## src/spmd_loader_pkg.sv

```systemverilog
package spmd_loader_pkg;

  // ------------------------------------------------------------------------
  // widths
  // ------------------------------------------------------------------------
  localparam int data_width_c      = 32;  // store payload
  localparam int addr_width_c      = 16;  // tile word address
  localparam int x_cord_width_c    = 3;
  localparam int y_cord_width_c    = 3;
  localparam int host_addr_width_c = 8;   // host register / image address
  localparam int word_cnt_width_c  = 8;   // per-tile word counts

  // ------------------------------------------------------------------------
  // tile address map, all word addresses
  // ------------------------------------------------------------------------
  localparam logic [addr_width_c-1:0] csr_base_addr_c   =
    addr_width_c'(1) << (addr_width_c - 1);        // top bit marks the CSR window
  localparam logic [addr_width_c-1:0] icache_sel_addr_c =
    addr_width_c'(1) << 14;                        // bit 14 steers into the icache
  localparam logic [addr_width_c-1:0] unfreeze_addr_c   = csr_base_addr_c;
  localparam logic [addr_width_c-1:0] csr_org_x_offs_c  = addr_width_c'(1);
  localparam logic [addr_width_c-1:0] csr_org_y_offs_c  = addr_width_c'(2);

  // host register map
  localparam logic [host_addr_width_c-1:0] reg_org_x_c        = 8'd0;
  localparam logic [host_addr_width_c-1:0] reg_org_y_c        = 8'd1;
  localparam logic [host_addr_width_c-1:0] reg_dim_x_c        = 8'd2;
  localparam logic [host_addr_width_c-1:0] reg_dim_y_c        = 8'd3;
  localparam logic [host_addr_width_c-1:0] reg_icache_words_c = 8'd4;
  localparam logic [host_addr_width_c-1:0] reg_dmem_words_c   = 8'd5;
  localparam logic [host_addr_width_c-1:0] reg_dmem_base_c    = 8'd6;
  localparam logic [host_addr_width_c-1:0] reg_start_c        = 8'd7;

  // ------------------------------------------------------------------------
  // types
  // ------------------------------------------------------------------------
  typedef enum logic [1:0] {
    e_packet_op_remote_load  = 2'd0,
    e_packet_op_remote_store = 2'd1,  // the only op the loader sends
    e_packet_op_remote_amo   = 2'd2,
    e_packet_op_reserved     = 2'd3
  } packet_op_e;

  typedef struct packed {
    packet_op_e                op;
    logic [addr_width_c-1:0]   addr;
    logic [data_width_c-1:0]   payload;
    logic [x_cord_width_c-1:0] x_cord;
    logic [y_cord_width_c-1:0] y_cord;
    logic [x_cord_width_c-1:0] src_x_cord;
    logic [y_cord_width_c-1:0] src_y_cord;
  } load_packet_s;

  typedef enum logic [2:0] {
    e_phase_idle      = 3'd0,
    e_phase_group_cfg = 3'd1,
    e_phase_icache    = 3'd2,
    e_phase_dmem      = 3'd3,
    e_phase_unfreeze  = 3'd4
  } load_phase_e;

  typedef struct packed {
    logic                         to_image;  // 1: image word, 0: load register
    logic [host_addr_width_c-1:0] addr;
    logic [data_width_c-1:0]      data;
  } host_wr_s;

  typedef struct packed {
    logic [x_cord_width_c-1:0]   org_x;
    logic [y_cord_width_c-1:0]   org_y;
    logic [x_cord_width_c-1:0]   dim_x;
    logic [y_cord_width_c-1:0]   dim_y;
    logic [word_cnt_width_c-1:0] icache_words;
    logic [word_cnt_width_c-1:0] dmem_words;
    logic [word_cnt_width_c-1:0] dmem_base;   // image index of dmem word 0
  } load_cfg_s;

endpackage

```

## src/loader_cfg_regs.sv

```systemverilog
`timescale 1ns/10ps

module loader_cfg_regs
  import spmd_loader_pkg::*;
#(
  parameter int image_depth_p = 64
) (
  input  logic                             clk_i,
  input  logic                             reset_i,
  input  logic                             host_wr_v_i,
  input  host_wr_s                         host_wr_i,
  input  logic                             busy_i,
  output load_cfg_s                        cfg_o,
  output logic                             start_o,
  output logic                             img_we_o,
  output logic [$clog2(image_depth_p)-1:0] img_waddr_o,
  output logic [data_width_c-1:0]          img_wdata_o
);

  localparam int img_aw_lp = $clog2(image_depth_p);

  load_cfg_s cfg_q;
  logic      start_q;
  logic      wr_accept;
  logic      reg_wr;

  // a start still in flight locks the port just like busy does
  assign wr_accept = host_wr_v_i && !busy_i && !start_q;
  assign reg_wr    = wr_accept && !host_wr_i.to_image;

  // image writes pass straight through to the memory port
  assign img_we_o    = wr_accept && host_wr_i.to_image;
  assign img_waddr_o = img_aw_lp'(host_wr_i.addr);
  assign img_wdata_o = host_wr_i.data;

  // ------------------------------------------------------------------------
  // load registers and start strobe
  // ------------------------------------------------------------------------
  always_ff @(posedge clk_i) begin
    if (reset_i) begin
      cfg_q   <= '0;
      start_q <= 1'b0;
    end else begin
      start_q <= reg_wr && (host_wr_i.addr == reg_start_c);  // one cycle only
      if (reg_wr) begin
        case (host_wr_i.addr)
          reg_org_x_c:        cfg_q.org_x        <= host_wr_i.data[x_cord_width_c-1:0];
          reg_org_y_c:        cfg_q.org_y        <= host_wr_i.data[y_cord_width_c-1:0];
          reg_dim_x_c:        cfg_q.dim_x        <= host_wr_i.data[x_cord_width_c-1:0];
          reg_dim_y_c:        cfg_q.dim_y        <= host_wr_i.data[y_cord_width_c-1:0];
          reg_icache_words_c: cfg_q.icache_words <= host_wr_i.data[word_cnt_width_c-1:0];
          reg_dmem_words_c:   cfg_q.dmem_words   <= host_wr_i.data[word_cnt_width_c-1:0];
          reg_dmem_base_c:    cfg_q.dmem_base    <= host_wr_i.data[word_cnt_width_c-1:0];
          default: ;  // start and unmapped addresses
        endcase
      end
    end
  end

  assign cfg_o   = cfg_q;
  assign start_o = start_q;

  // the sequencer raises busy one cycle after start, so the two never overlap
  a_no_start_while_busy: assert property (
    @(posedge clk_i) disable iff (reset_i)
    start_o |-> !busy_i
  ) else $error("start strobe raised while the loader is busy");

endmodule

```

## src/program_image_mem.sv

```systemverilog
`timescale 1ns/10ps

module program_image_mem
  import spmd_loader_pkg::*;
#(
  parameter int image_depth_p = 64
) (
  input  logic                             clk_i,
  input  logic                             reset_i,
  input  logic                             we_i,
  input  logic [$clog2(image_depth_p)-1:0] waddr_i,
  input  logic [data_width_c-1:0]          wdata_i,
  input  logic                             re_i,
  input  logic [$clog2(image_depth_p)-1:0] raddr_i,
  output logic [data_width_c-1:0]          rdata_o
);

  logic [data_width_c-1:0] mem_q [image_depth_p];
  logic [data_width_c-1:0] rdata_q;

  // image words, cleared on reset so unwritten words read back as zero
  always_ff @(posedge clk_i) begin
    if (reset_i) begin
      for (int i = 0; i < image_depth_p; i++) begin
        mem_q[i] <= '0;
      end
    end else if (we_i) begin
      mem_q[waddr_i] <= wdata_i;
    end
  end

  // read register only moves on re_i, a stalled reader keeps its word
  always_ff @(posedge clk_i) begin
    if (reset_i) begin
      rdata_q <= '0;
    end else if (re_i) begin
      rdata_q <= mem_q[raddr_i];  // old data on a same-cycle write
    end
  end

  assign rdata_o = rdata_q;

endmodule

```

## src/spmd_loader_seq.sv

```systemverilog
`timescale 1ns/10ps

module spmd_loader_seq
  import spmd_loader_pkg::*;
#(
  parameter int image_depth_p = 64
) (
  input  logic                             clk_i,
  input  logic                             reset_i,
  input  logic                             start_i,
  input  load_cfg_s                        cfg_i,
  input  logic [x_cord_width_c-1:0]        my_x_i,
  input  logic [y_cord_width_c-1:0]        my_y_i,
  output logic                             img_re_o,
  output logic [$clog2(image_depth_p)-1:0] img_raddr_o,
  input  logic [data_width_c-1:0]          img_rdata_i,
  output load_packet_s                     packet_o,
  output logic                             v_o,
  input  logic                             ready_i,
  output logic                             busy_o,
  output logic                             done_o
);

  localparam int img_aw_lp = $clog2(image_depth_p);

  typedef struct packed {
    load_phase_e                 phase;
    logic [x_cord_width_c-1:0]   tx;     // tile offset from origin
    logic [y_cord_width_c-1:0]   ty;
    logic [word_cnt_width_c-1:0] w;      // word within the tile
  } walk_pos_s;

  typedef struct packed {
    load_packet_s pkt;
    logic         use_img;  // payload is taken from the image read
  } fetch_entry_s;

  // next phase that has work, empty phases are skipped
  function automatic load_phase_e phase_after(load_phase_e p, load_cfg_s c);
    load_phase_e n;
    n = e_phase_idle;
    if (c.dim_x != '0 && c.dim_y != '0) begin
      case (p)
        e_phase_idle:      n = e_phase_group_cfg;
        e_phase_group_cfg: n = (c.icache_words != '0) ? e_phase_icache :
                               (c.dmem_words != '0)   ? e_phase_dmem   : e_phase_unfreeze;
        e_phase_icache:    n = (c.dmem_words != '0) ? e_phase_dmem : e_phase_unfreeze;
        e_phase_dmem:      n = e_phase_unfreeze;
        default:           n = e_phase_idle;
      endcase
    end
    return n;
  endfunction

  walk_pos_s                   pos_q, pos_nxt, cur;
  load_cfg_s                   cfg_q, cur_cfg;
  fetch_entry_s                fetch_q, fetch_nxt;
  load_packet_s                out_q, out_nxt;
  logic                        fetch_v_q, v_q, busy_q, done_q;
  logic                        cur_active, pipe_adv, done_set;
  logic                        w_last, x_last, y_last;
  logic [word_cnt_width_c-1:0] phase_words;

  // ------------------------------------------------------------------------
  // walker, the start cycle already presents the first item
  // ------------------------------------------------------------------------
  always_comb begin
    if (start_i) begin
      cur_cfg = cfg_i;
      cur     = '{phase: phase_after(e_phase_idle, cfg_i), tx: '0, ty: '0, w: '0};
    end else begin
      cur_cfg = cfg_q;
      cur     = pos_q;
    end
  end

  assign cur_active = (cur.phase != e_phase_idle);

  always_comb begin
    case (cur.phase)
      e_phase_group_cfg: phase_words = word_cnt_width_c'(2);  // org_x then org_y
      e_phase_icache:    phase_words = cur_cfg.icache_words;
      e_phase_dmem:      phase_words = cur_cfg.dmem_words;
      default:           phase_words = word_cnt_width_c'(1);
    endcase
  end

  assign w_last = (cur.w == phase_words - word_cnt_width_c'(1));
  assign x_last = (cur.tx == cur_cfg.dim_x - x_cord_width_c'(1));
  assign y_last = (cur.ty == cur_cfg.dim_y - y_cord_width_c'(1));

  // words innermost, then x, then y, then the phase
  always_comb begin
    pos_nxt = cur;
    if (cur_active) begin
      if (!w_last) begin
        pos_nxt.w = cur.w + 1'b1;
      end else begin
        pos_nxt.w = '0;
        if (!x_last) begin
          pos_nxt.tx = cur.tx + 1'b1;
        end else begin
          pos_nxt.tx = '0;
          if (!y_last) begin
            pos_nxt.ty = cur.ty + 1'b1;
          end else begin
            pos_nxt.ty    = '0;
            pos_nxt.phase = phase_after(cur.phase, cur_cfg);
          end
        end
      end
    end
  end

  // ------------------------------------------------------------------------
  // packet build and image fetch
  // ------------------------------------------------------------------------
  always_comb begin
    fetch_nxt.pkt.op         = e_packet_op_remote_store;
    fetch_nxt.pkt.x_cord     = cur_cfg.org_x + cur.tx;
    fetch_nxt.pkt.y_cord     = cur_cfg.org_y + cur.ty;
    fetch_nxt.pkt.src_x_cord = my_x_i;
    fetch_nxt.pkt.src_y_cord = my_y_i;
    fetch_nxt.pkt.addr       = unfreeze_addr_c;  // unfreeze: store zero to the CSR base
    fetch_nxt.pkt.payload    = '0;
    fetch_nxt.use_img        = 1'b0;
    img_raddr_o              = img_aw_lp'(cur.w);
    case (cur.phase)
      e_phase_group_cfg: begin
        if (cur.w == '0) begin
          fetch_nxt.pkt.addr    = csr_base_addr_c + csr_org_x_offs_c;
          fetch_nxt.pkt.payload = data_width_c'(cur_cfg.org_x);
        end else begin
          fetch_nxt.pkt.addr    = csr_base_addr_c + csr_org_y_offs_c;
          fetch_nxt.pkt.payload = data_width_c'(cur_cfg.org_y);
        end
      end
      e_phase_icache: begin
        fetch_nxt.pkt.addr = icache_sel_addr_c | addr_width_c'(cur.w);
        fetch_nxt.use_img  = 1'b1;
      end
      e_phase_dmem: begin
        fetch_nxt.pkt.addr = addr_width_c'(cur.w);
        fetch_nxt.use_img  = 1'b1;
        img_raddr_o        = img_aw_lp'(cur_cfg.dmem_base + cur.w);  // wraps in the image
      end
      default: ;
    endcase
  end

  // whole pipe moves when the output slot is free or being taken
  assign pipe_adv = !v_q || ready_i;
  assign img_re_o = pipe_adv && cur_active;

  always_comb begin
    out_nxt = fetch_q.pkt;
    if (fetch_q.use_img) begin
      out_nxt.payload = img_rdata_i;
    end
  end

  // last transfer, or nothing to send at all for an empty group
  assign done_set = busy_q && !done_q && (pos_q.phase == e_phase_idle)
                    && !fetch_v_q && (!v_q || ready_i);

  always_ff @(posedge clk_i) begin
    if (reset_i) begin
      pos_q     <= '{phase: e_phase_idle, tx: '0, ty: '0, w: '0};
      fetch_v_q <= 1'b0;
      v_q       <= 1'b0;
      busy_q    <= 1'b0;
      done_q    <= 1'b0;
    end else begin
      if (pipe_adv) begin
        pos_q     <= pos_nxt;
        fetch_v_q <= cur_active;
        v_q       <= fetch_v_q;
      end
      if (start_i) begin
        busy_q <= 1'b1;
      end else if (done_q) begin
        busy_q <= 1'b0;  // busy covers the done cycle
      end
      done_q <= done_set;
    end
  end

  always_ff @(posedge clk_i) begin
    if (start_i) begin
      cfg_q <= cfg_i;
    end
    if (pipe_adv) begin
      fetch_q <= fetch_nxt;
      out_q   <= out_nxt;
    end
  end

  assign packet_o = out_q;
  assign v_o      = v_q;
  assign busy_o   = busy_q;
  assign done_o   = done_q;

  a_stall_stable: assert property (
    @(posedge clk_i) disable iff (reset_i)
    v_o && !ready_i |=> v_o && $stable(packet_o)
  ) else $error("packet changed or dropped while stalled");

  a_target_in_group: assert property (
    @(posedge clk_i) disable iff (reset_i)
    v_o |-> (x_cord_width_c'(packet_o.x_cord - cfg_q.org_x) < cfg_q.dim_x)
         && (y_cord_width_c'(packet_o.y_cord - cfg_q.org_y) < cfg_q.dim_y)
  ) else $error("packet target lies outside the tile group");

  a_done_not_with_valid: assert property (
    @(posedge clk_i) disable iff (reset_i)
    !(done_o && v_o)
  ) else $error("done raised while a packet is still pending");

endmodule

```

## src/spmd_loader_top.sv

```systemverilog
`timescale 1ns/10ps

module spmd_loader_top
  import spmd_loader_pkg::*;
#(
  parameter int image_depth_p = 64
) (
  input  logic                      clk_i,
  input  logic                      reset_i,
  input  logic                      host_wr_v_i,
  input  host_wr_s                  host_wr_i,
  input  logic [x_cord_width_c-1:0] my_x_i,
  input  logic [y_cord_width_c-1:0] my_y_i,
  output load_packet_s              packet_o,
  output logic                      v_o,
  input  logic                      ready_i,
  output logic                      busy_o,
  output logic                      done_o
);

  localparam int img_aw_lp = $clog2(image_depth_p);

  load_cfg_s               cfg;
  logic                    start;
  logic                    img_we, img_re;
  logic [img_aw_lp-1:0]    img_waddr, img_raddr;
  logic [data_width_c-1:0] img_wdata, img_rdata;

  // ------------------------------------------------------------------------
  // host side
  // ------------------------------------------------------------------------
  loader_cfg_regs #(
    .image_depth_p(image_depth_p)
  ) u_cfg_regs (
    .clk_i      (clk_i),
    .reset_i    (reset_i),
    .host_wr_v_i(host_wr_v_i),
    .host_wr_i  (host_wr_i),
    .busy_i     (busy_o),      // locks host writes during a load
    .cfg_o      (cfg),
    .start_o    (start),
    .img_we_o   (img_we),
    .img_waddr_o(img_waddr),
    .img_wdata_o(img_wdata)
  );

  program_image_mem #(
    .image_depth_p(image_depth_p)
  ) u_image_mem (
    .clk_i  (clk_i),
    .reset_i(reset_i),
    .we_i   (img_we),
    .waddr_i(img_waddr),
    .wdata_i(img_wdata),
    .re_i   (img_re),
    .raddr_i(img_raddr),
    .rdata_o(img_rdata)
  );

  // network side
  spmd_loader_seq #(
    .image_depth_p(image_depth_p)
  ) u_seq (
    .clk_i      (clk_i),
    .reset_i    (reset_i),
    .start_i    (start),
    .cfg_i      (cfg),
    .my_x_i     (my_x_i),
    .my_y_i     (my_y_i),
    .img_re_o   (img_re),
    .img_raddr_o(img_raddr),
    .img_rdata_i(img_rdata),
    .packet_o   (packet_o),
    .v_o        (v_o),
    .ready_i    (ready_i),
    .busy_o     (busy_o),
    .done_o     (done_o)
  );

endmodule

```

## config.mk

```make
export PLATFORM = sky130hd
export DESIGN_NAME = spmd_loader_top
export DESIGN_NICKNAME = d
export VERILOG_FILES = /design/src/spmd_loader_pkg.sv /design/src/loader_cfg_regs.sv /design/src/program_image_mem.sv /design/src/spmd_loader_seq.sv /design/src/spmd_loader_top.sv
export SDC_FILE = /design/constraint.sdc
export NUM_CORES = 2
export LEC_CHECK = 0
export BUFFER_PORTS_ARGS = -buffer_cell sky130_fd_sc_hd__buf_2
export CAP_MARGIN = 20
export CELL_PAD_IN_SITES_DETAIL_PLACEMENT = 1
export CELL_PAD_IN_SITES_GLOBAL_PLACEMENT = 2
export CORE_MARGIN = 1
export CORE_UTILIZATION = 47
export DETAILED_ROUTE_END_ITERATION = 8
export HOLD_SLACK_MARGIN = 0.12
export PLACE_DENSITY = 0.89
export RECOVER_POWER = 25
export SYNTH_ARGS = -nofsm -noshare
export SYNTH_HDL_FRONTEND = slang
export SYNTH_SLANG_ARGS = --single-unit
```

## constraint.sdc

```tcl
create_clock -name clk_i -period 8.5 [get_ports clk_i]
set_clock_uncertainty 0.2 [all_clocks]
set_input_delay 1.7 -clock clk_i [delete_from_list [all_inputs] [get_ports clk_i]]
set_output_delay 1.7 -clock clk_i [all_outputs]
set_load 0.01 [all_outputs]
```

==> impl_metrics.env <==
export IMPL_worstHoldStart="u_seq.fetch_q[48]"
export IMPL_drc=0
export IMPL_tightest_slew_ns=2.752
export IMPL_viasPerCell=6.214
export IMPL_cts_resized=0
export IMPL_antenna_found_initial=46
export IMPL_vias=74939
export IMPL_synth_edff_count=2128
export IMPL_grt_setup_unrepaired="false"
export IMPL_wl_per_cell_um=30.41
export IMPL_crit_start="reset_i"
export IMPL_drtAntennaViolNets=0
export IMPL_fin_crit_sh_pct=85.42
export IMPL_grt_max_degree=167
export IMPL_path_clk_slew_ns=0.06
export IMPL_initial_core_util_pct=47.23
export IMPL_vdd_drop_max_v=0.0002264
export IMPL_leakage_nw=42.52
export IMPL_failed_checks="max-capacitance violations, max-slew violations"
export IMPL_root_buffer="clkbuf_16"
export IMPL_ys_seq_elements=2250
export IMPL_place_gp_congestion=0.8960
export IMPL_first_pass_iters=8
export IMPL_netlist_top_cells_area="edfxtp_1, and2_1, nand2_1"
export IMPL_netlist_area_um2=103700
export IMPL_cpPeakStageDelay_ns=1.66
export IMPL_power_density_nw_per_um2=207.3
export IMPL_fp_row_count=172
export IMPL_required_ns=8.95
export IMPL_hold_class="reg2reg"
export IMPL_fp_dieH_um=471.7
export IMPL_io_pin_count=116
export IMPL_cp_common_cell="clkbuf_1"
export IMPL_tns_ns=0
export IMPL_crit_fanout=33
export IMPL_p_int_mw=18.50
export IMPL_grt_pass1_vias=76919
export IMPL_synth_top_area_share_pct=61.64
export IMPL_ys_seq_area_share_pct=63.99
export IMPL_seqPwrFrac_pct=52.5
export IMPL_crit_family="buffers and inverters"
export IMPL_yosysMostFrequentCell="edfxtp_1"
export IMPL_drv_cap=39
export IMPL_postPlaceCellArea_um2=107700
export IMPL_clkPwrFrac_pct=43.8
export IMPL_worst_setup_path_start_kind="input pin"
export IMPL_worstPathArrival_ns=7.71
export IMPL_cts_tree="yes"
export IMPL_htreeDepth=4
export IMPL_core_area_um2=219500
export IMPL_reg2reg_from="u_cfg_regs.start_o"
export IMPL_cts_buffers=236
export IMPL_fp_dieW_um=471.7
export IMPL_grt_pass1_wl_um=526800
export IMPL_avgSynthCellArea_um2=11.20
export IMPL_fin_crit_ns=7.261
export IMPL_cp_end_kind="register"
export IMPL_cts_setup_buffers=0
export IMPL_synthTopCellsByCount="edfxtp_1, and2_1, nand2_1"
export IMPL_drt_iter0_markers=9966
export IMPL_io_buffers=107
export IMPL_holdBufCountCts=0
export IMPL_drt_wl_total_um=366700
export IMPL_setup_violations=0
export IMPL_synthArstFlopShare_pct=0
export IMPL_swShare_pct=22.54
export IMPL_crit_type="in2reg"
export IMPL_hold_viol_final=0
export IMPL_syn_inst=9257
export IMPL_crit_slowest_cell="clkbuf_1"
export IMPL_gr_usage_all_layers_pct=32.50
export IMPL_worstPathCellList="clkbuf_1 -> inv_6 -> nand3_1 -> nor2_1 -> nand3_1 -> clkbuf_1 -> nor2_1 -> clkbuf_1 -> and2_1"
export IMPL_cp_num_buf_inv=4
export IMPL_dp_hpwl_um=207300
export IMPL_clock_latency_ns=0.94
export IMPL_n_fill_cell=22599
export IMPL_slew_limit_headroom_pct=-83.43
export IMPL_nets=9043
export IMPL_synth_flop_cell="edfxtp_1"
export IMPL_area_growth_pct=11.09
export IMPL_overflow=0
export IMPL_fmax_mhz=137.7
export IMPL_comb_power_share_pct=3.7
export IMPL_status="complete, but fails checks"
export IMPL_postLayoutCellArea_um2=115200
export IMPL_cts_max_path_buffers=3
export IMPL_cts_sinks=2250
export IMPL_slew_violations=1064
export IMPL_synth_warnings=0
export IMPL_synth_top_area_cell="edfxtp_1"
export IMPL_die_area_um2=222500
export IMPL_synth_cell_types=75
export IMPL_drive_above_1_share_pct=9.529
export IMPL_utilization_pct=52.47
export IMPL_switchingPower_mw=5.382
## sequential cells by signal, indices dropped and copies added (netlist names)
register             count
u_seq.v_o                1
u_seq.fetch_v_q          1
u_seq.done_o             1
u_seq.packet_o          54
u_seq.pos_q             17
u_seq.cfg_q             34
u_seq.fetch_q           26
u_cfg_regs.start_o       1
u_cfg_regs.cfg_o        34
u_seq.busy_o             1
u_image_mem.rdata_o     32
u_image_mem.mem_q     2048
## stage by stage
| step | hold WS, ns | cells | total power [mW] | setup WS [ns] |
|---|---|---|---|---|
| 3_3_place_gp | 0.2003 | 11576 | 13.57 | 1.217 |
| 2_1_floorplan | 0.2003 | 9263 | 13.16 | 2.575 |
| 3_5_place_dp | 0.2061 | 11601 | 13.63 | 2.370 |
| 4_1_cts | 0.2202 | 12038 | 23.93 | 2.331 |
| 5_1_grt | 0.2230 | 12046 | 24.34 | 1.201 |
| 6_report | 0.2192 | 12059 | 23.88 | 1.239 |
## power groups by stage
stage / Clock, mW / Combinational [mW] / Sequential (mW)
finish: 10.5 / 0.885 / 12.5
detailed placement: 0 / 0.869 / 12.8
global placement: 0 / 0.833 / 12.7
floorplan: 0 / 0.411 / 12.8
global route: 10.9 / 0.913 / 12.6
CTS: 10.5 / 0.873 / 12.5
## final timing paths
path	to	slack, ns	cells past startpoint
setup / recovery	u_image_mem.mem_q[59][12]	1.24	9
setup reg to reg	u_image_mem.rdata_o[22]	1.90	11
hold reg to reg	u_seq.packet_o[47]	0.22	0
hold / removal	u_seq.packet_o[47]	0.22	0
## worst register-to-register path, stage by stage (launching register included)
cell	delay, ns
dfxtp_1	0.88
mux2_1	0.45
ha_1	0.33
a21o_1	0.19
a211oi_1	0.48
o31a_2	0.73
buf_4	0.75
buf_12	0.49
a311oi_1	0.38
a31o_2	0.37
a2111oi_0	1.04
a21oi_1	0.14
## layout by cell type, fill, tap and decap left out, types with 10 or more instances in the layout
master and instances:
and3_1 68, mux2_1 15, a2111oi_2 13, and2_1 1582, a221oi_1 70, a21oi_1 357
clkinv_1 40, nand2b_1 11, clkbuf_16 238, buf_2 53, mux4_2 31, and2_0 503
o22ai_1 42, mux2i_1 108, buf_12 20, mux2_2 16, a2111oi_0 39, inv_1 31
nor2_4 21, o21ai_0 140, clkbuf_1 145, buf_4 179, bufinv_16 20, ha_1 16
dfxtp_1 122, a311oi_1 62, xnor2_1 14, nand2_1 1693, a31o_2 63, diode_2 16
nor2_2 26, nor3_1 24, edfxtp_1 2128, nor2_1 71, clkbuf_8 19, a2111oi_1 10
clkinv_2 49, or2_2 22, o21ai_4 46, nand3_1 887
## cells by family after synthesis
group | share of synthesized area (%)
adders and majority gates | 0.2510
xor gates and xnor gates | 0.1847
and+or+nand+nor | 24.63
other | 0.007244
DFF | 63.99
muxes | 2.067
buffers and inverters | 3.406
AOI/OAI and AO/OA | 5.465
## layout make-up
cell class / instances / area [µm²] / area share (%)
clock inverters: 130 / 1330 / 1.155
repair buffers: 364 / 2628 / 2.281
inverters: 33 / 130.1 / 0.1130
flip-flops and latches: 2250 / 66340 / 57.60
multi-input cells: 6088 / 34710 / 30.14
diodes: 16 / 40.04 / 0.03476
well taps: 2871 / 3592 / 3.119
clock buffers: 307 / 6405 / 5.561
## per-layer routing
| metal | GRT usage (%) | wire length [µm] | vias to the layer above |
|---|---|---|---|
| li1 | - | - | 31544 |
| met1 | 43.43 | 141500 | 38710 |
| met2 | 51.25 | 167700 | 3918 |
| met3 | 5.995 | 38440 | 741 |
| met4 | 15.46 | 18830 | 26 |
| met5 | 0 | 179 | - |
Note: power is estimated with default switching activity, not from simulation.
